==> config.mk <==
export PLATFORM = sky130hd
export DESIGN_NAME = coef_lut
export DESIGN_NICKNAME = d
export VERILOG_FILES = /design/src/logic/nl_pkg.sv /design/src/logic/coef_lut.sv
export SDC_FILE = /design/constraint.sdc
export NUM_CORES = 1
export LEC_CHECK = 0
export BUFFER_PORTS_ARGS = -buffer_cell sky130_fd_sc_hd__buf_4
export CAP_MARGIN = 10
export CORE_ASPECT_RATIO = 1.1
export CORE_UTILIZATION = 58
export CTS_BUF_LIST = sky130_fd_sc_hd__clkbuf_16
export DETAILED_ROUTE_END_ITERATION = 6
export PLACE_DENSITY = 0.8
export REMOVE_ABC_BUFFERS = 1
export SLEW_MARGIN = 25
export SYNTH_ARGS = -nofsm -noshare
export SYNTH_HDL_FRONTEND = slang
export SYNTH_SLANG_ARGS = --single-unit
==> constraint.sdc <==
create_clock -name clk -period 2.5 [get_ports clk]
set_input_delay 0.5 -clock clk [delete_from_list [all_inputs] [get_ports clk]]
set_output_delay 0.5 -clock clk [all_outputs]
set_load 0.03 [all_outputs]
==> src/logic/nl_pkg.sv <==
`default_nettype none

package nl_pkg;

	// Datapath sizes
	localparam int n_lanes = 4;
	localparam int lane_w = 8;
	localparam int word_w = n_lanes * lane_w;
	localparam int buf_depth = 256;
	localparam int buf_addr_w = 8;
	localparam int lut_size = 64;
	localparam int lut_addr_w = 6;
	localparam int n_segments = 8;

	typedef logic signed [lane_w-1:0] act_t;
	typedef logic [word_w-1:0] word_t;
	typedef logic [buf_addr_w-1:0] buf_addr_t;
	typedef logic [lut_addr_w-1:0] lut_addr_t;
	typedef logic [7:0] shift_t;

	typedef enum logic [2:0] {
		func_relu = 3'd0,
		func_sigmoid = 3'd3,
		func_tanh = 3'd4
	} nl_func_t;

	typedef enum logic [2:0] {
		st_idle,
		st_pre_read,
		st_read,
		st_operate,
		st_write
	} nl_state_t;

	// Coefficient table layout
	localparam int sig_hdr_base = 0;
	localparam int tanh_hdr_base = 5;
	localparam int sig_x_init_base = 10;
	localparam int sig_a_base = 18;
	localparam int sig_b_base = 26;
	localparam int tanh_x_init_base = 34;
	localparam int tanh_a_base = 42;
	localparam int tanh_b_base = 50;

	// Offsets inside a function header
	localparam int hdr_shift_addr = 0;
	localparam int hdr_x_min = 1;
	localparam int hdr_x_max = 2;
	localparam int hdr_y_min = 3;
	localparam int hdr_y_max = 4;

	typedef struct packed {
		act_t shift_addr;
		act_t x_min;
		act_t x_max;
		act_t y_min;
		act_t y_max;
		act_t [n_segments-1:0] x_init;
		act_t [n_segments-1:0] a;
		act_t [n_segments-1:0] b;
	} pwl_params_t;

	typedef struct packed {
		nl_func_t func;
		shift_t frac_shift;
		logic [buf_addr_w:0] n_words;
	} nl_cfg_t;

endpackage

`default_nettype wire

==> src/logic/coef_lut.sv <==
`timescale 1ns/10ps
`default_nettype none

module coef_lut (
	input wire logic clk,
	input wire logic reset,
	input wire logic wr_en,
	input nl_pkg::lut_addr_t wr_addr,
	input nl_pkg::act_t wr_data,
	input nl_pkg::nl_func_t func,
	output nl_pkg::pwl_params_t params
);

	nl_pkg::act_t lut [nl_pkg::lut_size];
	nl_pkg::pwl_params_t sig_params;
	nl_pkg::pwl_params_t tanh_params;

	// Collect one function's header and segment arrays
	function automatic nl_pkg::pwl_params_t gather(
		input nl_pkg::act_t tbl [nl_pkg::lut_size],
		input int hdr_base,
		input int x_base,
		input int a_base,
		input int b_base
	);
		nl_pkg::pwl_params_t p;
		p.shift_addr = tbl[hdr_base + nl_pkg::hdr_shift_addr];
		p.x_min = tbl[hdr_base + nl_pkg::hdr_x_min];
		p.x_max = tbl[hdr_base + nl_pkg::hdr_x_max];
		p.y_min = tbl[hdr_base + nl_pkg::hdr_y_min];
		p.y_max = tbl[hdr_base + nl_pkg::hdr_y_max];
		for (int i = 0; i < nl_pkg::n_segments; i++) begin
			p.x_init[i] = tbl[x_base + i];
			p.a[i] = tbl[a_base + i];
			p.b[i] = tbl[b_base + i];
		end
		return p;
	endfunction

	always_ff @(posedge clk or negedge reset) begin
		if (!reset) begin
			for (int i = 0; i < nl_pkg::lut_size; i++) begin
				lut[i] <= '0;
			end
		end else if (wr_en) begin
			lut[wr_addr] <= wr_data;
		end
	end

	always_comb begin
		sig_params = gather(lut, nl_pkg::sig_hdr_base, nl_pkg::sig_x_init_base,
			nl_pkg::sig_a_base, nl_pkg::sig_b_base);
		tanh_params = gather(lut, nl_pkg::tanh_hdr_base, nl_pkg::tanh_x_init_base,
			nl_pkg::tanh_a_base, nl_pkg::tanh_b_base);
	end

	// Sigmoid set doubles as the default for ReLU and unknown codes
	assign params = (func == nl_pkg::func_tanh) ? tanh_params : sig_params;

endmodule

`default_nettype wire

# After elaboration in Yosys (flattened, before gate mapping)
# Cells that the tools add are included.
# W data, S select, Z words.
[classes]
bitwise = 1
n_mux = 4
n_eq_ne = 1
n_reduce_logical = 1
n_lt_le_gt_ge = 2
[op_table]
columns = ["op", "count"]
rows = [
  ["$bwmux W512", 1],
  ["$mux W232", 1],
  ["$demux W8 S6", 1],
  ["$mux W8", 1],
  ["$ge A7 B7 Y1 const B", 1],
  ["$lt A7 B1 Y1 const B", 1],
  ["$not A6 Y7", 1],
  ["$eq A3 B3 Y1 const B", 1],
  ["$logic_and A1 B1 Y1", 1],
]
[word_totals]
reg_bits = 512
elab_cells = 73

# Longest topological paths before layout
# Gate-level depths: netlist (run 1).
[depth]
word_depth = 6
mapped_depth = 5
depth_no_buf = 3

# Worst setup path before layout (run 1)
# Ideal clock, no wire load.
[synth_path]
kind = "in2out"
start = "input func[1]"
end = "output params[151] (netlist bit)"
t_arrival_ns = 1.759
path_slack_ns = 0.241
cell_stages = 4
path_buffers = 2
path_cell_list = "nor3b_2 > clkbuf_1 > buf_2 > mux2_2"
[synth_lines]
columns = ["element", "line_no", "text"]
rows = [
  ["start: declaration", "coef_lut.sv:10", "input nl_pkg::nl_func_t func,"],
  ["end: declaration", "coef_lut.sv:11", "output nl_pkg::pwl_params_t params"],
]

==> results of run 1 <==
synth_stat cells (4+ instances only):
master / instances
mux2_2: 656
dfrtp_1: 464
clkbuf_1: 61
mux2_4: 32
buf_2: 24
nand2_1: 22
nor2_4: 21
nor2_2: 11
mux2_1: 8
nor2_8: 4
worst max-delay path: stages:
cell     delay (ps)
buf_4           120
nor3b_4         240
buf_12          240
buf_16          250
mux2_2          390
buf_4           170
final cells by class:
| class | count | area, sq um |
|---|---|---|
| clock buffers | 49 | 1226 |
| clock inverters | 33 | 188.9 |
| fillers | 2490 | 10450 |
| multi-input cells | 780 | 8738 |
| flip-flops and latches | 464 | 11610 |
| well taps | 481 | 601.8 |
| repair buffers | 290 | 2412 |
layout by cell type (no fill, tap or decap), drive strengths merged, types with 2 or more instances in the layout:
cell type	count
clkbuf	51
nand3b	3
buf	287
or3b	3
nor3b	4
bufinv	2
nor2	36
nand2	22
and3b	3
nor4bb	3
nand4b	3
dfrtp	464
mux2	696
inv	12
clkinv	19
logic make-up (layout without fill, tap and decap cells):
family                 Yosys count  in the layout
AND/OR/NAND/NOR                 84             84
flip-flops                     464            464
multiplexers                   696            696
buffers and inverters           89            372
how the worst min path moves through the flow:
stage / start / to / slack [ps] / cells past startpoint
floorplan: reset / lut[100] / 200 / 0
global placement: lut[401] / lut[401] / 460 / 1
detailed placement: lut[402] / lut[402] / 480 / 1
CTS: lut[402] / lut[402] / 490 / 1
global route: lut[407] / lut[407] / 500 / 1
finish: lut[407] / lut[407] / 490 / 1
metal layers:
metal  GRT usage, %  wire, um  vias up
met5              0         0        -
met4          8.493      1415        0
met3          4.691      2124       83
met2          43.20     23230      256
met1          36.54     20740     6349
li1               -         -     5266
stage by stage:
stage                     worst slack [ps]  area (sq um)  power (uW)  utilization (%)  cells
after floorplan                      -8632         20340       11720                -   1244
after global placement               10.31         23280       13250            66.09   2011
after detailed placement            -5.653         23280       13380            66.09   2011
after CTS                            2.685         24710       19920            70.16   2094
after global routing                 1.389         24780       20550            70.35   2097
final                                37.04         24780       19760            70.35   2097
where the power goes:
part / leakage (uW) / switching (uW) / total (uW) / internal (uW)
sequential: 0.00617 / 488 / 8990 / 8510
clock: 0.000749 / 2800 / 6510 / 3710
combinational: 0.00538 / 2300 / 4260 / 1960
timing repair:
item	4_1_cts	5_1_grt
setup buffers	0	1
pin swaps	0	1
hold buffers	1	0
gates cloned	0	2
endpoints found under the setup margin	3	79
gates resized for setup	1	1
hold endpoints to repair	56	0
==> results.sh, run 1 <==
export IMPL_status="finished clean"
export IMPL_leakagePower_uw=0.01230
export IMPL_core_area_sq_um=35220
export IMPL_die_area_sq_um=36500
export IMPL_routed_via_count=11950
export IMPL_synth_top_area_share_pct=56.02
export IMPL_timing_hold_ws_ps=487.1
export IMPL_critical_path_reg2reg_startpoint="lut[400]"
export IMPL_cts_root_buffer="clkbuf_16"
export IMPL_final_hold_violation_count=0
export IMPL_synthSimpleGateAreaFrac_pct=3.706
export IMPL_slew_limit_headroom_pct=46.81
export IMPL_drive_gt1_share_pct=67.14
export IMPL_maxSlewViolCount=0
export IMPL_min_path_type="register to register"
export IMPL_reg2reg_depth=1
export IMPL_seq_area_frac_synth_pct=56.02
export IMPL_synth_top_family_by_area="multiplexers"
export IMPL_fin_crit_sh_pct=98.52
export IMPL_synth_fa_ha_area_share_pct=0
export IMPL_grt_pass1_wl_mm=75.42
export IMPL_cts_tree="built"
export IMPL_required_ps=2000
export IMPL_worst_setup_path_end_kind="output port"
export IMPL_rr_endpoint="lut[400]"
export IMPL_drtIter0Drc=563
export IMPL_synth_compound_area_share_pct=0
export IMPL_track_usage_pct=26.61
export IMPL_ys_ff_latch=464
export IMPL_clock_skew_ps=0
export IMPL_grt_overflow=0
export IMPL_routed_via_density=5.701
export IMPL_antenna_cells=0
export IMPL_yosys_area_top_type="dfrtp_1"
export IMPL_pin_count=252
export IMPL_fmax_mhz=406.0
export IMPL_antenna_found_initial=0
export IMPL_avgSynthCellArea_sq_um=15.55
export IMPL_cts_buffer_depth=3
export IMPL_rrSetupSlack_ps=1700
export IMPL_path_clk_slew_ps=60
export IMPL_dieWidth_um=182.2
export IMPL_top_register="lut"
export IMPL_irDropWorstVdd_v=0.0006499
export IMPL_synth_xor_area_share_pct=0
export IMPL_largest_registers="lut: 464 flops"
export IMPL_tns_ps=0
export IMPL_drtPass1Iterations=4
export IMPL_wl_mm=47.51
export IMPL_port_buffers=251
export IMPL_synthTopCellsByArea="dfrtp_1, mux2_2, mux2_4, nor2_4, clkbuf_1"
export IMPL_synthCells=1333
export IMPL_period_needed_ps=2463
export IMPL_largest_reg_flops=464
export IMPL_area_growth_pct=19.55
export IMPL_nets=1602
export IMPL_cp_max_fo=38
export IMPL_async_reset_ff_share_pct=100.0
export IMPL_muxShareOfSynthArea_pct=38.39
export IMPL_synth_cell_area_sq_um=20730
export IMPL_worstSetupStartpointType="primary input"
export IMPL_worst_setup_path_type="primary input to output port"
export IMPL_rsz0062_at_grt="false"
export IMPL_ys_warn_count=0
export IMPL_clock_sinks=464
export IMPL_h_tree_depth=2
export IMPL_synth_edf_count=0
export IMPL_die_y_um=200.3
export IMPL_rows=72
export IMPL_clk_latency_ps=550
export IMPL_start_util_pct=58.84
export IMPL_powerDensity_nw_per_um2=797.5
export IMPL_tightest_slew_ps=797.8
export IMPL_dp_hpwl_mm=28.90
export IMPL_antenna_left=0
export IMPL_cts_made_buffers=46
export IMPL_critPathArrivalTime_ps=1960
export IMPL_wl_per_cell_um=22.66
export IMPL_drc=0
export IMPL_worstSetupStartpoint="func[0]"
export IMPL_drv_cap=0
export IMPL_endpoint="params[218]"
export IMPL_synthDistinctLibCells=27
export IMPL_grt_pass1_vias=12930
export IMPL_ys_flop_type="dfrtp_1"
export IMPL_grt_max_degree=68
export IMPL_setup_viol=0
export IMPL_place_gp_congestion=0.7746
Power figures use the tool's default switching activity.
==> run 2, diff against run 1 <==
ABC_AREA = 1   (was unset)
CORE_UTILIZATION = 59   (was 58)
PLACE_DENSITY = 0.81   (was 0.8)
==> run 2 against run 1 <==
  * Wire length increased by 37%
  * Clock-buffer cell count unchanged
  * Largest power group unchanged
  * Non-clock buffer count increased by 49
  * Critical path type unchanged
  * Fmax increased by 3.3%
==> results.sh, run 2 <==
export IMPL_core_area_sq_um=36080
export IMPL_die_area_sq_um=37420
export IMPL_antenna_left=0
export IMPL_h_tree_depth=2
export IMPL_top_register="lut"
export IMPL_final_hold_violation_count=0
export IMPL_final_util_pct=71.51
export IMPL_die_y_um=202.8
export IMPL_irDropWorstVdd_v=0.0007765
export IMPL_grt_overflow=0
export IMPL_timing_hold_ws_ps=378.3
export IMPL_dieWidth_um=184.5
export IMPL_p_sw_uw=6376
export IMPL_min_path_type="primary input to register"
export IMPL_ys_top_cells_by_count="nand2_1, nand3_1, dfrtp_1"
export IMPL_area_growth_pct=19.33
export IMPL_clock_skew_ps=0
export IMPL_worstSetupStartpointType="primary input"
export IMPL_synthCells=2873
export IMPL_period_needed_ps=2384
export IMPL_cts_tree="built"
export IMPL_grt_pass1_vias=20080
export IMPL_total_power_uw=19960
export IMPL_ys_flop_type="dfrtp_1"
export IMPL_required_ps=2000
export IMPL_place_area_sq_um=24380
export IMPL_pin_count=252
export IMPL_grt_max_degree=92
export IMPL_synth_cell_area_sq_um=21620
export IMPL_nets=3063
export IMPL_power_frac_seq_pct=45.4
export IMPL_antenna_found_initial=2
export IMPL_cp_max_fo=91
export IMPL_path_clk_slew_ps=60
export IMPL_ys_ff_latch=464
export IMPL_drv_cap=0
export IMPL_status="finished clean"
export IMPL_worst_setup_path_type="primary input to output port"
export IMPL_slew_limit_headroom_pct=58.37
export IMPL_cts_root_buffer="clkbuf_16"
export IMPL_place_gp_congestion=0.8442
export IMPL_routed_via_count=20920
export IMPL_largest_reg_flops=464
export IMPL_final_common_cell="nand2_1"
export IMPL_worst_setup_path_end_kind="output port"
export IMPL_rrSetupSlack_ps=1800
export IMPL_layout_common_cells="nand2_1, nand3_1, dfrtp_1"
export IMPL_largest_registers="lut: 464 flops"
export IMPL_muxShareOfSynthArea_pct=0
export IMPL_port_buffers=251
export IMPL_synthDistinctLibCells=13
export IMPL_cts_buffer_depth=3
export IMPL_fmax_mhz=419.5
export IMPL_synth_top_family_by_area="simple AND/OR/NAND/NOR gates"
export IMPL_design_area_sq_um=25800
export IMPL_pwr_share_comb_pct=21.5
export IMPL_cts_made_buffers=47
export IMPL_drtPass1Iterations=6
export IMPL_rsz0062_at_grt="false"
export IMPL_synth_compound_area_share_pct=0
export IMPL_setup_viol=0
export IMPL_routed_via_density=5.872
export IMPL_wl_mm=65.31
export IMPL_powerDensity_nw_per_um2=773.7
export IMPL_start_util_pct=59.93
export IMPL_synth_edf_count=0
export IMPL_switching_share_pct=31.94
export IMPL_drive_gt1_share_pct=13.60
export IMPL_rows=73
export IMPL_post_synth_top_count_cell="nand2_1"
export IMPL_clk_latency_ps=560
export IMPL_tightest_slew_ps=624.5
export IMPL_p_int_uw=13590
export IMPL_leakagePower_uw=0.01469
export IMPL_synthSimpleGateAreaFrac_pct=41.92
export IMPL_clock_sinks=464
export IMPL_avgSynthCellArea_sq_um=7.525
export IMPL_drc=0
export IMPL_wl_per_cell_um=18.33
export IMPL_clkPwrFrac_pct=33.1
export IMPL_yosys_area_top_type="dfrtp_1"
export IMPL_synthTopCellsByArea="dfrtp_1, nand2_1, nand3_1, clkbuf_1, buf_2"
export IMPL_dp_hpwl_mm=40.35
export IMPL_async_reset_ff_share_pct=100.0
export IMPL_critPathArrivalTime_ps=1880
export IMPL_drtIter0Drc=2545
export IMPL_grt_pass1_wl_mm=105.5
export IMPL_fill_cells=2767
export IMPL_seq_area_frac_synth_pct=53.70
export IMPL_maxSlewViolCount=0
export IMPL_synth_xor_area_share_pct=0
export IMPL_synth_fa_ha_area_share_pct=0
export IMPL_ys_warn_count=0
export IMPL_track_usage_pct=35.82
export IMPL_post_cts_setup_buffer_count=0
export IMPL_synth_top_area_share_pct=53.70
export IMPL_fin_crit_sh_pct=95.36
[run 2: cell count changes after synthesis, moves of 4 or more]
cell and delta:
buf_2 +42, mux2_1 -8, nor2_1 +7, nor2_8 -4, clkbuf_1 +85, mux2_2 -656
inv_2 +6, nand2_1 +1472, nand3_1 +667, mux2_4 -32, nor2_4 -20
[run 2: cells by family after synthesis]
kind of cell	Yosys count
buf+inv	227
flops	464
simple gates	2182
[run 2: worst max-delay path: stages]
cell     delay [ps]
buf_4           120
nor2_4          290
buf_12          380
nand3_1         220
nand2_1         120
buf_4           160
[run 2: timing repair]
item | 4_1_cts | 5_1_grt
hold buffers | 1 | 0
endpoints found under the hold margin | 50 | 0
gates resized for setup | 0 | 0
[run 2: through the flow]
stage	std cells	TNS [ps]	setup slack, ps
floorplan	2655	-3317960	-14040
global placement	3480	0	179.7
detailed placement	3480	0	171.3
CTS	3561	0	166.8
global route	3563	0	62.85
finish	3563	0	115.9
[run 2: final timing paths]
kind | startpoint | to | cells after the start
max reg2reg | lut[290] | lut[290] | 2
max | func[1] | params[53] | 6
min reg2reg | lut[263] | lut[263] | 2
min in group asynchronous | reset | lut[218] | 2
max in group asynchronous | reset | lut[290] | 3
min | wr_data[6] | lut[310] | 3
[run 2: cell type report]
| type | count | area (sq um) | share of cell area (%) |
|---|---|---|---|
| Inverter | 9 | 33.78 | 0.1309 |
| Timing Repair Buffer | 339 | 2997 | 11.61 |
| Clock inverter | 31 | 177.7 | 0.6886 |
| Tap cell | 487 | 609.3 | 2.362 |
| Multi-Input combinational cell | 2182 | 9141 | 35.43 |
| Clock buffer | 49 | 1226 | 4.752 |
| Antenna cell | 2 | 5.005 | 0.01940 |
| Sequential cell | 464 | 11610 | 45.00 |
[run 2: power by group through the flow]
| stage | logic (uW) | clock network [uW] | registers, uW |
|---|---|---|---|
| 2_1_floorplan | 2430 | 0 | 8990 |
| 3_3_place_gp | 4160 | 0 | 9110 |
| 3_5_place_dp | 4270 | 0 | 9160 |
| 4_1_cts | 4300 | 6650 | 9040 |
| 5_1_grt | 4660 | 6930 | 9150 |
| 6_report | 4300 | 6610 | 9060 |
[run 2: layer usage]
metal  vias up  part of all wire (%)  routed length, um  track usage [%]
met5         -                     0                  0                0
met4         0                   5.4               3511            20.18
met3       239                   9.6               6250            5.112
met2      1188                    48              31260            56.81
met1      9981                    37              24290            47.47
li1       9514                     -                  -                -
