<file path="config.mk">
export PLATFORM = sky130hd
export DESIGN_NAME = nl_sequencer
export DESIGN_NICKNAME = d
export VERILOG_FILES = /design/src/logic/nl_pkg.sv /design/src/logic/nl_sequencer.sv
export SDC_FILE = /design/constraint.sdc
export NUM_CORES = 1
export LEC_CHECK = 0
export BUFFER_PORTS_ARGS = -buffer_cell sky130_fd_sc_hd__buf_2
export CAP_MARGIN = 20
export CORE_AREA = 2 2 69 71
export CTS_BUF_LIST = sky130_fd_sc_hd__clkbuf_8 sky130_fd_sc_hd__clkbuf_16
export DETAILED_ROUTE_END_ITERATION = 8
export DIE_AREA = 0 0 71 73
export GPL_TIMING_DRIVEN = 0
export PLACE_DENSITY_LB_ADDON = 0.12
export SYNTH_ARGS = -nofsm -noshare
export SYNTH_HDL_FRONTEND = slang
export SYNTH_SLANG_ARGS = --single-unit
</file>
<file path="constraint.sdc">
create_clock -name clk -period 2.24 [get_ports clk]
set_input_delay 0.448 -clock clk [delete_from_list [all_inputs] [get_ports clk]]
set_output_delay 0.448 -clock clk [all_outputs]
set_load 0.1 [all_outputs]
</file>
<file path="src/logic/nl_pkg.sv">
`default_nettype none

package nl_pkg;

	// Datapath sizes
	localparam int n_lanes = 4;
	localparam int lane_w = 8;
	localparam int word_w = n_lanes * lane_w;
	localparam int buf_depth = 256;
	localparam int buf_addr_w = 8;
	localparam int lut_size = 64;
	localparam int lut_addr_w = 6;
	localparam int n_segments = 8;

	typedef logic signed [lane_w-1:0] act_t;
	typedef logic [word_w-1:0] word_t;
	typedef logic [buf_addr_w-1:0] buf_addr_t;
	typedef logic [lut_addr_w-1:0] lut_addr_t;
	typedef logic [7:0] shift_t;

	typedef enum logic [2:0] {
		func_relu = 3'd0,
		func_sigmoid = 3'd3,
		func_tanh = 3'd4
	} nl_func_t;

	typedef enum logic [2:0] {
		st_idle,
		st_pre_read,
		st_read,
		st_operate,
		st_write
	} nl_state_t;

	// Coefficient table layout
	localparam int sig_hdr_base = 0;
	localparam int tanh_hdr_base = 5;
	localparam int sig_x_init_base = 10;
	localparam int sig_a_base = 18;
	localparam int sig_b_base = 26;
	localparam int tanh_x_init_base = 34;
	localparam int tanh_a_base = 42;
	localparam int tanh_b_base = 50;

	// Offsets inside a function header
	localparam int hdr_shift_addr = 0;
	localparam int hdr_x_min = 1;
	localparam int hdr_x_max = 2;
	localparam int hdr_y_min = 3;
	localparam int hdr_y_max = 4;

	typedef struct packed {
		act_t shift_addr;
		act_t x_min;
		act_t x_max;
		act_t y_min;
		act_t y_max;
		act_t [n_segments-1:0] x_init;
		act_t [n_segments-1:0] a;
		act_t [n_segments-1:0] b;
	} pwl_params_t;

	typedef struct packed {
		nl_func_t func;
		shift_t frac_shift;
		logic [buf_addr_w:0] n_words;
	} nl_cfg_t;

endpackage

`default_nettype wire

</file>
<file path="src/logic/nl_sequencer.sv">
`timescale 1ns/10ps
`default_nettype none

module nl_sequencer (
	input wire logic clk,
	input wire logic reset,
	input wire logic enable,
	input nl_pkg::nl_cfg_t cfg,
	input nl_pkg::word_t lane_y,
	output logic rd_en,
	output nl_pkg::buf_addr_t rd_addr,
	output logic wr_en,
	output nl_pkg::buf_addr_t wr_addr,
	output nl_pkg::word_t wr_word,
	output logic finished
);

	nl_pkg::nl_state_t state;
	nl_pkg::nl_state_t next_state;
	logic [nl_pkg::buf_addr_w:0] counter;
	nl_pkg::word_t result_q;

	assign finished = (counter == cfg.n_words);

	always_ff @(posedge clk or negedge reset) begin
		if (!reset) begin
			state <= nl_pkg::st_idle;
		end else begin
			state <= next_state;
		end
	end

	always_comb begin
		next_state = state;
		case (state)
			nl_pkg::st_idle: begin
				if (enable) begin
					case (cfg.func)
						nl_pkg::func_relu,
						nl_pkg::func_sigmoid,
						nl_pkg::func_tanh: next_state = nl_pkg::st_pre_read;
						default: next_state = nl_pkg::st_idle;
					endcase
				end
			end
			nl_pkg::st_pre_read: begin
				next_state = finished ? nl_pkg::st_idle : nl_pkg::st_read;
			end
			nl_pkg::st_read: next_state = nl_pkg::st_operate;
			nl_pkg::st_operate: next_state = nl_pkg::st_write;
			nl_pkg::st_write: begin
				next_state = finished ? nl_pkg::st_idle : nl_pkg::st_pre_read;
			end
			default: next_state = nl_pkg::st_idle;
		endcase
	end

	// Cleared only once the host lets go of enable, so a held enable
	// after finished just bounces through pre_read
	always_ff @(posedge clk or negedge reset) begin
		if (!reset) begin
			counter <= '0;
		end else if (state == nl_pkg::st_idle && !enable) begin
			counter <= '0;
		end else if (enable && state == nl_pkg::st_write) begin
			counter <= counter + 1'b1;
		end
	end

	assign rd_addr = counter[nl_pkg::buf_addr_w-1:0];
	assign wr_addr = counter[nl_pkg::buf_addr_w-1:0];

	// Two read cycles, the second one lines up with the lane inputs
	assign rd_en = (state == nl_pkg::st_pre_read && !finished) || (state == nl_pkg::st_read);
	assign wr_en = (state == nl_pkg::st_write);

	always_ff @(posedge clk) begin
		if (state == nl_pkg::st_operate) begin
			result_q <= lane_y;
		end
	end

	assign wr_word = result_q;

endmodule

`default_nettype wire

</file>
## Word-level counts from Yosys, hierarchy flattened

Cells that the tools add are included.
Widths: inputs -> output; s select.

- $add $sub $neg: 1
- Equality and inequality tests: 8
- Muxes and demuxes: 7
- Reductions and logical operators: 10

Operators with widths:

| operator | number |
|---|---|
| $mux 9 | 2 |
| $pmux 3 s5 | 1 |
| $add 9x1->9 const B | 1 |
| $eq 3x2->1 const B | 3 |
| $eq 9x9->1 | 1 |
| $eq 3x3->1 const B | 2 |
| $logic_not 3->1 | 2 |
| $eq 3x1->1 const B | 1 |
| $logic_and 1x1->1 | 3 |
| $mux 3 | 1 |
| $reduce_or 3->1 | 1 |
| $logic_not 1->1 | 2 |
| $mux 1 | 2 |
| $mux 2 | 1 |
| $ne 2x2->1 const B | 1 |
| $reduce_bool 2->1 | 1 |
| $logic_or 1x1->1 | 1 |

- Bits in registers: 44
- Input port bits: 55
- Logic and storage cells: 29

## Longest topological paths before layout

Gate-level depths: netlist of run 1.

- Depth in word-level cells: 5
- Mapped depth: 6
- Gate-level depth less buffers: 4

## Worst setup path before layout of run 1

Ideal clock, no wire load.

- Kind: register -> output
- Start point: reg counter[2] (netlist name)
- End point: out rd_en
- Arrival time: 3.145 ns
- Setup slack: -1.353 ns
- Cell stages (with the launch flop): 4
- Buffers on the path: 0
- Cell sequence: dfrtp_1 > xor2_1 > nor2_1 > a311oi_1

- Word-level cells in the longest chain between the ends: 4

RTL lines:

| item | line | text |
|---|---|---|
| from (decl) | nl_sequencer.sv:20 | `logic [nl_pkg::buf_addr_w:0] counter;` |
| from (signal assigned) | nl_sequencer.sv:66 | `counter <= counter + 1'b1;` |
| $eq 9x9->1 | nl_sequencer.sv:23 | `assign finished = (counter == cfg.n_words);` |
| $logic_not 1->1 | nl_sequencer.sv:74 | `assign rd_en = (state == nl_pkg::st_pre_read && !finished) \|\| (state == nl_pkg::st_read);` |
| $logic_and 1x1->1 | nl_sequencer.sv:74 |  |
| $logic_or 1x1->1 | nl_sequencer.sv:74 |  |
| to (decl) | nl_sequencer.sv:10 | `output logic rd_en,` |

No other way between the ends.

## Final worst setup path of run 1

- Start point: reg counter[3] (netlist name)
- End point: out rd_en

The elaborated chain is that of the path after synthesis.

==> flow_summary.ini, run 1 <==
[outcome]
status = finished clean

[synthesis]
yosysUniqueCellTypes = 31
synth.most_common_cell = edfxtp_1
synth-main-ff-cell = edfxtp_1
async_flop_share_pct = 27.3
synth_top_area_cell = edfxtp_1
synthTopCellsByCount = edfxtp_1 (32), buf_4 (16), dfrtp_1 (12)
yosysWarningCount = 0
seq_area_frac_synth_pct = 68.9
ys_seq_elements = 44
synth_top_cells_by_area = edfxtp_1 (52%), dfrtp_1 (16%), buf_4 (6.6%), xor2_1 (3.3%), mux2i_1 (2.7%)
synth_fp_nets = 181
synth_area_sq_mm = 0.00183
syn_area_per_cell_sq_um = 14.6
synth_edf_count = 32
yosysTopAreaCellShare_pct = 52.5
synthCells = 125

[sta]
fin_crit_sh_pct = 96.6
hold_viol_final = 0
setup_slack_ps = 76.1
finClkSkew_ps = 6.81
maxSlewViolCount = 0
tightestPinTransition_ps = 990
setup_viol = 0
final.min_clock_period_ps = 2160
grt_setup_unrepaired = true
fmax_mhz = 462
slew_headroom_pct = 34.0

[die]
fp.dieW_um = 71
std_cell_rows = 25
dieArea_sq_mm = 0.00518
core_region_area_sq_mm = 0.00454
die_h_um = 73
initial_core_util_pct = 40.4
io_pins = 106

[critical_path]
slowest_stage = dfrtp_2
crit_chain = xor2_1, nor4_2, nor2b_4, a311oi_2, buf_6
path_class = flip-flop to output port
path_buf_inv = 1
end_kind = output port
cp_max_fo = 2
crit_arrival_ps = 1720
critPathRequiredTime_ps = 1790
cp-start-kind = flip-flop
crit_family = simple AND/OR/NAND/NOR gates
slowest_delay_ps = 430

[global_routing]
grt_pass1_wl_um = 5980
track_usage_pct = 15.4
grt_max_degree = 22
grt_pass1_vias = 1230
grt-ovfl-total = 0
antenna_found_initial = 0

[detailed_routing]
routedWlPerCell_um = 13.2
vias = 1336
avgViaCountPerCell = 4.59
drtAntennaViolNets = 0
wirelength_um = 3840
drt_iter0_drc = 66
dr.pass1.iters = 4
drc = 0

[final_layout]
final_nets = 292
diodes = 0
syn_to_final_growth_pct = 42.6
drive_above_1_share_pct = 60.8
final_core_util_pct = 57.5

[clock_tree]
clock_path_buffers = 2
clock-root-buffer = clkbuf_8
cts_inserted_buffers = 5
ctsHoldBuffers = 0
cts_tree = built
clk_pin_slew_ps = 80
cts.sinks = 44
htreeDepth = 2
clock_latency_ps = 300

[placement]
port_buffers = 97
preCtsSetupSlack_ps = 37.1
dpl.hpwl_um = 2890
place.gp.congestion = 0.811

[run]
drv_cap = 0

[power_and_ir_drop]
power.density_mw_per_mm2 = 1340
leakagePower_nw = 1.26
ir_worst_vdd_mv = 0.471
total_power_mw = 3.51

[min_path]
hp-class = input port to async pin
==> per-stage QoR <==
| step | setup TNS [ps] | cells | area, sq um | hold slack, ps |
|---|---|---|---|---|
| 3_3_place_gp | 0 | 276 | 2400 | 346 |
| 4_1_cts | 0 | 287 | 2560 | 13.3 |
| 3_5_place_dp | 0 | 277 | 2410 | 343 |
| 6_report | 0 | 291 | 2610 | 11.3 |
| 2_1_floorplan | -402 | 125 | 1840 | 152 |
| 5_1_grt | -45.6 | 291 | 2610 | 18.5 |
==> cell type report <==
type                    count  area (sq um)
flip-flops and latches     44          1260
plain buffers              20           151
repair buffers            104           558
well taps                  54          67.6
fillers                   408          1930
clock buffers               5          68.8
inverters                   1          3.75
multi-input cells          60           449
clock inverters             3          46.3
==> cell families after synthesis <==
kind of cell               after synthesis  synth area share [%]
AOI/OAI and AO/OA                        9                  3.35
xor gates and xnor gates                11                  5.26
DFF                                     44                  68.9
muxes                                    6                  3.35
buffers and inverters                   21                  8.48
adders and majority gates                1                 0.683
and+or+nand+nor                         33                  9.98
==> worst reg2reg max path, stage by stage, from the launching register on <==
cell and delay (ps):
dfrtp_1 470, inv_2 120, and3_1 820, buf_8 250
==> report_power, final <==
part | internal (mW) | total [mW] | switching (mW)
logic | 0.313 | 1.74 | 1.43
registers | 1.08 | 1.14 | 0.0593
clock network | 0.336 | 0.622 | 0.286
total | 1.73 | 3.51 | 1.78
==> metal layers <==
metal / global-route usage (%) / part of all wire (%) / wire length (um)
met1: 19.8 / 42 / 1610
met2: 24.7 / 48 / 1830
met3: 5.11 / 8.9 / 343
met4: 5.03 / 1.4 / 55
met5: 0 / 0 / 0
==> cells in the final DEF, fill, tap and decap left out, types with 2 or more instances in the layout <==
master,netlist,layout
nor2_2,0,2
clkbuf_8,0,5
o21ai_1,3,3
buf_2,1,96
dfrtp_2,0,3
dfrtp_1,12,9
nor2_1,4,2
buf_6,2,4
buf_4,16,22
nand2_1,11,11
xor2_1,7,7
xnor2_1,4,4
nand4_1,3,3
mux2i_1,5,5
edfxtp_1,32,32
and3_1,4,4
==> path summary, 6_finish.rpt <==
kind                                  from     endpoint  cells after the start  slack [ps]
worst min-delay path                 reset   counter[7]                      1          10
worst max-delay path            counter[3]        rd_en                      5          80
max in group asynchronous            reset   counter[3]                      1        1990
worst max register to register    state[2]  wr_word[15]                      3         300
worst min register to register  counter[8]   counter[8]                      1         510
min in group clk                lane_y[26]  wr_word[26]                      1         310
==> what timing repair did <==
action,4_1_cts,5_1_grt
resized for setup,8,4
setup buffers,2,4
pin swaps,1,2
hold endpoints to repair,0,0
setup endpoints to repair,2,2
==> sequential cells by signal, indices dropped and copies added (netlist names) <==
name / cells
wr_word: 32
counter: 9
state: 3
Power figures use the tool's default switching activity.
==> run 2, diff against run 1 <==
--- a/config.mk
+++ b/config.mk
@@ -13,6 +13,7 @@
 export DIE_AREA = 0 0 71 73
 export GPL_TIMING_DRIVEN = 0
 export PLACE_DENSITY_LB_ADDON = 0.12
+export RECOVER_POWER = 100
 export SYNTH_ARGS = -nofsm -noshare
 export SYNTH_HDL_FRONTEND = slang
 export SYNTH_SLANG_ARGS = --single-unit
==> run 2 against run 1 <==
Register-to-register slack lost 60 ps. Non-clock buffer count is the same. Worst setup slack lost 0.87 ps. Largest cell class unchanged. Global-route usage is the same. Via count shrank 0.90%. Sequential cell count is the same. Sequential power is essentially flat. Routed wire length grew 1.4%. Maximum frequency is essentially flat. Clock-buffer cell count is the same. Power shrank 0.78%.
==> flow_summary.ini, run 2 (synthesis gave the netlist of run 1 again) <==
[min_path]
hp-class = input port to async pin

[power_and_ir_drop]
combPwrFrac_pct = 49.3
ir_worst_vdd_mv = 0.454
power.density_mw_per_mm2 = 1350
leakagePower_nw = 1.16
p_sw_share_pct = 51.2
p_clk_share_pct = 17.9
internal_power_mw = 1.70
switching_power_mw = 1.78
seqPwrFrac_pct = 32.9

[sta]
fin_setup_tns_ps = 0
hold_viol_final = 0
final.min_clock_period_ps = 2160
setup_viol = 0
finClkSkew_ps = 8.28
fin_crit_sh_pct = 96.6
maxSlewViolCount = 0
fmax_mhz = 462
grt_setup_unrepaired = true
tightestPinTransition_ps = 1210
slew_headroom_pct = 19.7

[final_layout]
largest_reg_flops = 32
final_common_cell = buf_2
syn_to_final_growth_pct = 40.3
fin_area_sq_mm = 0.00257
diodes = 0
layout_common_cells = buf_2 (63), clkbuf_1 (34), edfxtp_1 (32)
drive_above_1_share_pct = 46.4
final_nets = 292

[global_routing]
grt-ovfl-total = 0
grt_pass1_wl_um = 5980
grt_pass1_vias = 1230
grt_max_degree = 22
antenna_found_initial = 0
track_usage_pct = 15.4

[critical_path]
r2r_start = state[2]
critPathRequiredTime_ps = 1790
cp_max_fo = 2
rr_worst_depth = 3
critPathLaunch = counter[3]
cp-endpoint = rd_en
end_kind = output port
path_class = flip-flop to output port
reg2reg_slack_ps = 240
reg2reg_to = wr_word[30]
cp-start-kind = flip-flop
crit_arrival_ps = 1720

[clock_tree]
cts_tree = built
ctsHoldBuffers = 0
clock_latency_ps = 300
clock_path_buffers = 2
cts_inserted_buffers = 5
clk_pin_slew_ps = 80
clock-root-buffer = clkbuf_8
cts.sinks = 44
htreeDepth = 2

[die]
io_pins = 106
initial_core_util_pct = 40.4
die_h_um = 73
core_region_area_sq_mm = 0.00454
dieArea_sq_mm = 0.00518
std_cell_rows = 25
fp.dieW_um = 71

[placement]
dpl.hpwl_um = 2890
port_buffers = 97
place.gp.congestion = 0.811
dpl_cell_area_sq_mm = 0.00241

[detailed_routing]
wirelength_um = 3890
drt_iter0_drc = 59
routedWlPerCell_um = 13.4
dr.pass1.iters = 4
drtAntennaViolNets = 0
drc = 0
avgViaCountPerCell = 4.55
vias = 1324

[outcome]
status = finished clean

[run]
drv_cap = 0
## run 2: layout make-up
| cell class | instances | area (sq um) |
|---|---|---|
| fill | 417 | 1970 |
| sequential | 44 | 1260 |
| timing repair buffer | 104 | 517 |
| multi-input combinational | 60 | 449 |
| buffer | 20 | 151 |
| clock buffer | 5 | 68.8 |
| tap | 54 | 67.6 |
| clock inverter | 3 | 46.3 |
| inverter | 1 | 3.75 |
## run 2: worst max-delay path: stages, from the launching register on
cell      delay, ps
dfrtp_2         430
xor2_1          150
nor4_2          320
nor2b_4         220
a311oi_2        100
buf_6           200
## run 2: layer usage
layer  part of all wire (%)  GRT usage, %  up-vias
met4                    1.4          5.03        0
li1                       -             -      658
met2                     47          24.7       62
met3                    8.6          5.11        6
met1                     43          19.8      598
met5                      0             0        -
## run 2: power by group through the flow
stage	sequential (mW)	combinational, mW	clock [mW]
final	1.14	1.71	0.621
after global routing	1.17	1.78	0.667
after CTS	1.14	1.76	0.639
after detailed placement	1.16	1.73	0
after global placement	1.16	1.69	0
after floorplan	2.03	0.587	0
## run 2: how the worst min path moves through the flow
stage	cells after the start	slack, ps	to	start
2_1_floorplan	0	150	counter[0]	reset
3_3_place_gp	1	350	counter[8]	reset
3_5_place_dp	1	340	counter[8]	reset
4_1_cts	1	10	counter[7]	reset
5_1_grt	1	190	counter[1]	reset
6_report	1	150	counter[7]	reset
## run 2: timing repair
| action | CTS | global route |
|---|---|---|
| endpoints found under the setup margin | 2 | 2 |
| gates cloned | 0 | 0 |
| pin swaps | 1 | 2 |
| buffers inserted | 2 | 4 |
| gates resized for setup | 8 | 4 |
## run 2: through the flow
step / hold slack (ps) / std cells / power, mW / util, % / setup WS [ps]
final: 146 / 291 / 3.48 / 56.6 / 75.2
after CTS: 13.3 / 287 / 3.54 / 56.5 / 15.5
after detailed placement: 343 / 277 / 2.89 / 53.2 / 37.1
after floorplan: 152 / 125 / 2.61 / - / -392
after global placement: 346 / 276 / 2.85 / 52.9 / 43.5
after global routing: 186 / 291 / 3.61 / 56.6 / -44.3
==> run 3, diff against run 2 <==
--- a/config.mk
+++ b/config.mk
@@ -12,7 +12,7 @@
 export DETAILED_ROUTE_END_ITERATION = 8
 export DIE_AREA = 0 0 71 73
 export GPL_TIMING_DRIVEN = 0
-export PLACE_DENSITY_LB_ADDON = 0.12
+export PLACE_DENSITY = 0.79
 export RECOVER_POWER = 100
 export SYNTH_ARGS = -nofsm -noshare
 export SYNTH_HDL_FRONTEND = slang
==> run 3 against run 2 <==
Combinational power is essentially flat. Clock-buffer cell count is the same. Power shrank 0.39%. Core utilization shrank 0.11 points. Critical path type unchanged. Sequential power is essentially flat.
==> flow_summary.ini, run 3 (synthesis gave the netlist of run 1 again) <==
[outcome]
status = finished clean

[critical_path]
cp_max_fo = 2
path_buf_inv = 1
critPathRequiredTime_ps = 1790
cp-start-kind = flip-flop
path_class = flip-flop to output port
crit_family = simple AND/OR/NAND/NOR gates
crit_arrival_ps = 1750
slowest_stage = dfrtp_2
slowest_delay_ps = 410
end_kind = output port
crit_chain = xor2_1, nor4_2, nor2b_4, a311oi_2, buf_6

[final_layout]
syn_to_final_growth_pct = 40.1
diodes = 0
layout.cells.non_filler = 287
final_common_cell = buf_2
layout_common_cells = buf_2 (95), edfxtp_1 (32), buf_4 (18)
final_nets = 288
drive_above_1_share_pct = 57.9
final_core_util_pct = 56.5
largest_reg_flops = 32

[placement]
place.gp.congestion = 0.757
dpl.hpwl_um = 2880
port_buffers = 97
placed_cells = 277

[clock_tree]
clk_pin_slew_ps = 80
cts.sinks = 44
cts_tree = built
clock-root-buffer = clkbuf_8
cts_inserted_buffers = 5
ctsHoldBuffers = 0
htreeDepth = 2
clock_path_buffers = 2
clock_latency_ps = 290

[die]
io_pins = 106
dieArea_sq_mm = 0.00518
initial_core_util_pct = 40.4
core_region_area_sq_mm = 0.00454
std_cell_rows = 25
die_h_um = 73
fp.dieW_um = 71

[global_routing]
grt_use_met3_pct = 6.22
grt_max_degree = 24
busiest_layer = met2
track_usage_pct = 13.8
grt_pass1_wl_um = 5550
grt_pass1_vias = 1218
met2_usage_pct = 24.9
grt-ovfl-total = 0
antenna_found_initial = 0
met1_usage_pct = 15.3

[sta]
fin_crit_sh_pct = 98.2
setup_viol = 0
finClkSkew_ps = 5.00
maxSlewViolCount = 0
slew_headroom_pct = 55.7
hold_viol_final = 0
fin_setup_tns_ps = 0
hold_slack_ps = 160
grt_setup_unrepaired = true
fmax_mhz = 455
final.min_clock_period_ps = 2200
tightestPinTransition_ps = 664

[run]
drv_cap = 0

[power_and_ir_drop]
leakagePower_nw = 1.23
power.density_mw_per_mm2 = 1350
ir_worst_vdd_mv = 0.743
total_power_mw = 3.47

[detailed_routing]
drc = 0
dr.pass1.iters = 4
drt_iter0_drc = 22
routedWlPerCell_um = 13.1
avgViaCountPerCell = 4.71
drtAntennaViolNets = 0
vias = 1352
wirelength_um = 3760

[min_path]
hp-class = input port to async pin
[run 3: final timing paths]
| kind | from | to | slack [ps] | cells past startpoint |
|---|---|---|---|---|
| max in group asynchronous | reset | counter[6] | 1620 | 1 |
| worst min-delay path | reset | counter[0] | 160 | 1 |
| min in group clk | lane_y[0] | wr_word[0] | 330 | 1 |
| worst max register to register | state[2] | wr_word[19] | 560 | 3 |
| worst max-delay path | counter[4] | rd_en | 40 | 5 |
| worst min register to register | counter[8] | counter[8] | 510 | 1 |
[run 3: repair_timing]
action | CTS | global route
buffers inserted | 2 | 0
gates resized for setup | 8 | 2
pin swaps | 2 | 0
endpoints found under the setup margin | 2 | 2
[run 3: final cells by class]
class                           count  area, sq um
Tap cell                           54         67.6
Inverter                            1         3.75
Sequential cell                    44         1260
Timing Repair Buffer              100          527
Clock inverter                      3         38.8
Multi-Input combinational cell     60          442
Fill cell                         371         1970
Buffer                             20          151
Clock buffer                        5         68.8
[run 3: report_power, final]
part           leakage, nW  switching, mW  internal, mW  total [mW]
sequential           0.452         0.0598          1.08        1.14
clock               0.0593          0.256         0.326       0.582
combinational        0.723           1.43         0.311        1.74
total                 1.23           1.75          1.72        3.47
[run 3: per-layer routing]
metal	wire, um	vias up	share of wire [%]
li1	-	648	-
met1	1490	623	40
met2	1830	81	49
met3	438	0	12
met4	0	0	0
met5	0	-	0
[run 3: stage by stage]
| stage | setup slack, ps | area (sq um) |
|---|---|---|
| 6_report | 40.7 | 2560 |
| 5_1_grt | -72.3 | 2560 |
| 4_1_cts | -3.22 | 2560 |
| 3_5_place_dp | -47.8 | 2410 |
| 3_3_place_gp | -27.8 | 2400 |
| 2_1_floorplan | -392 | 1840 |
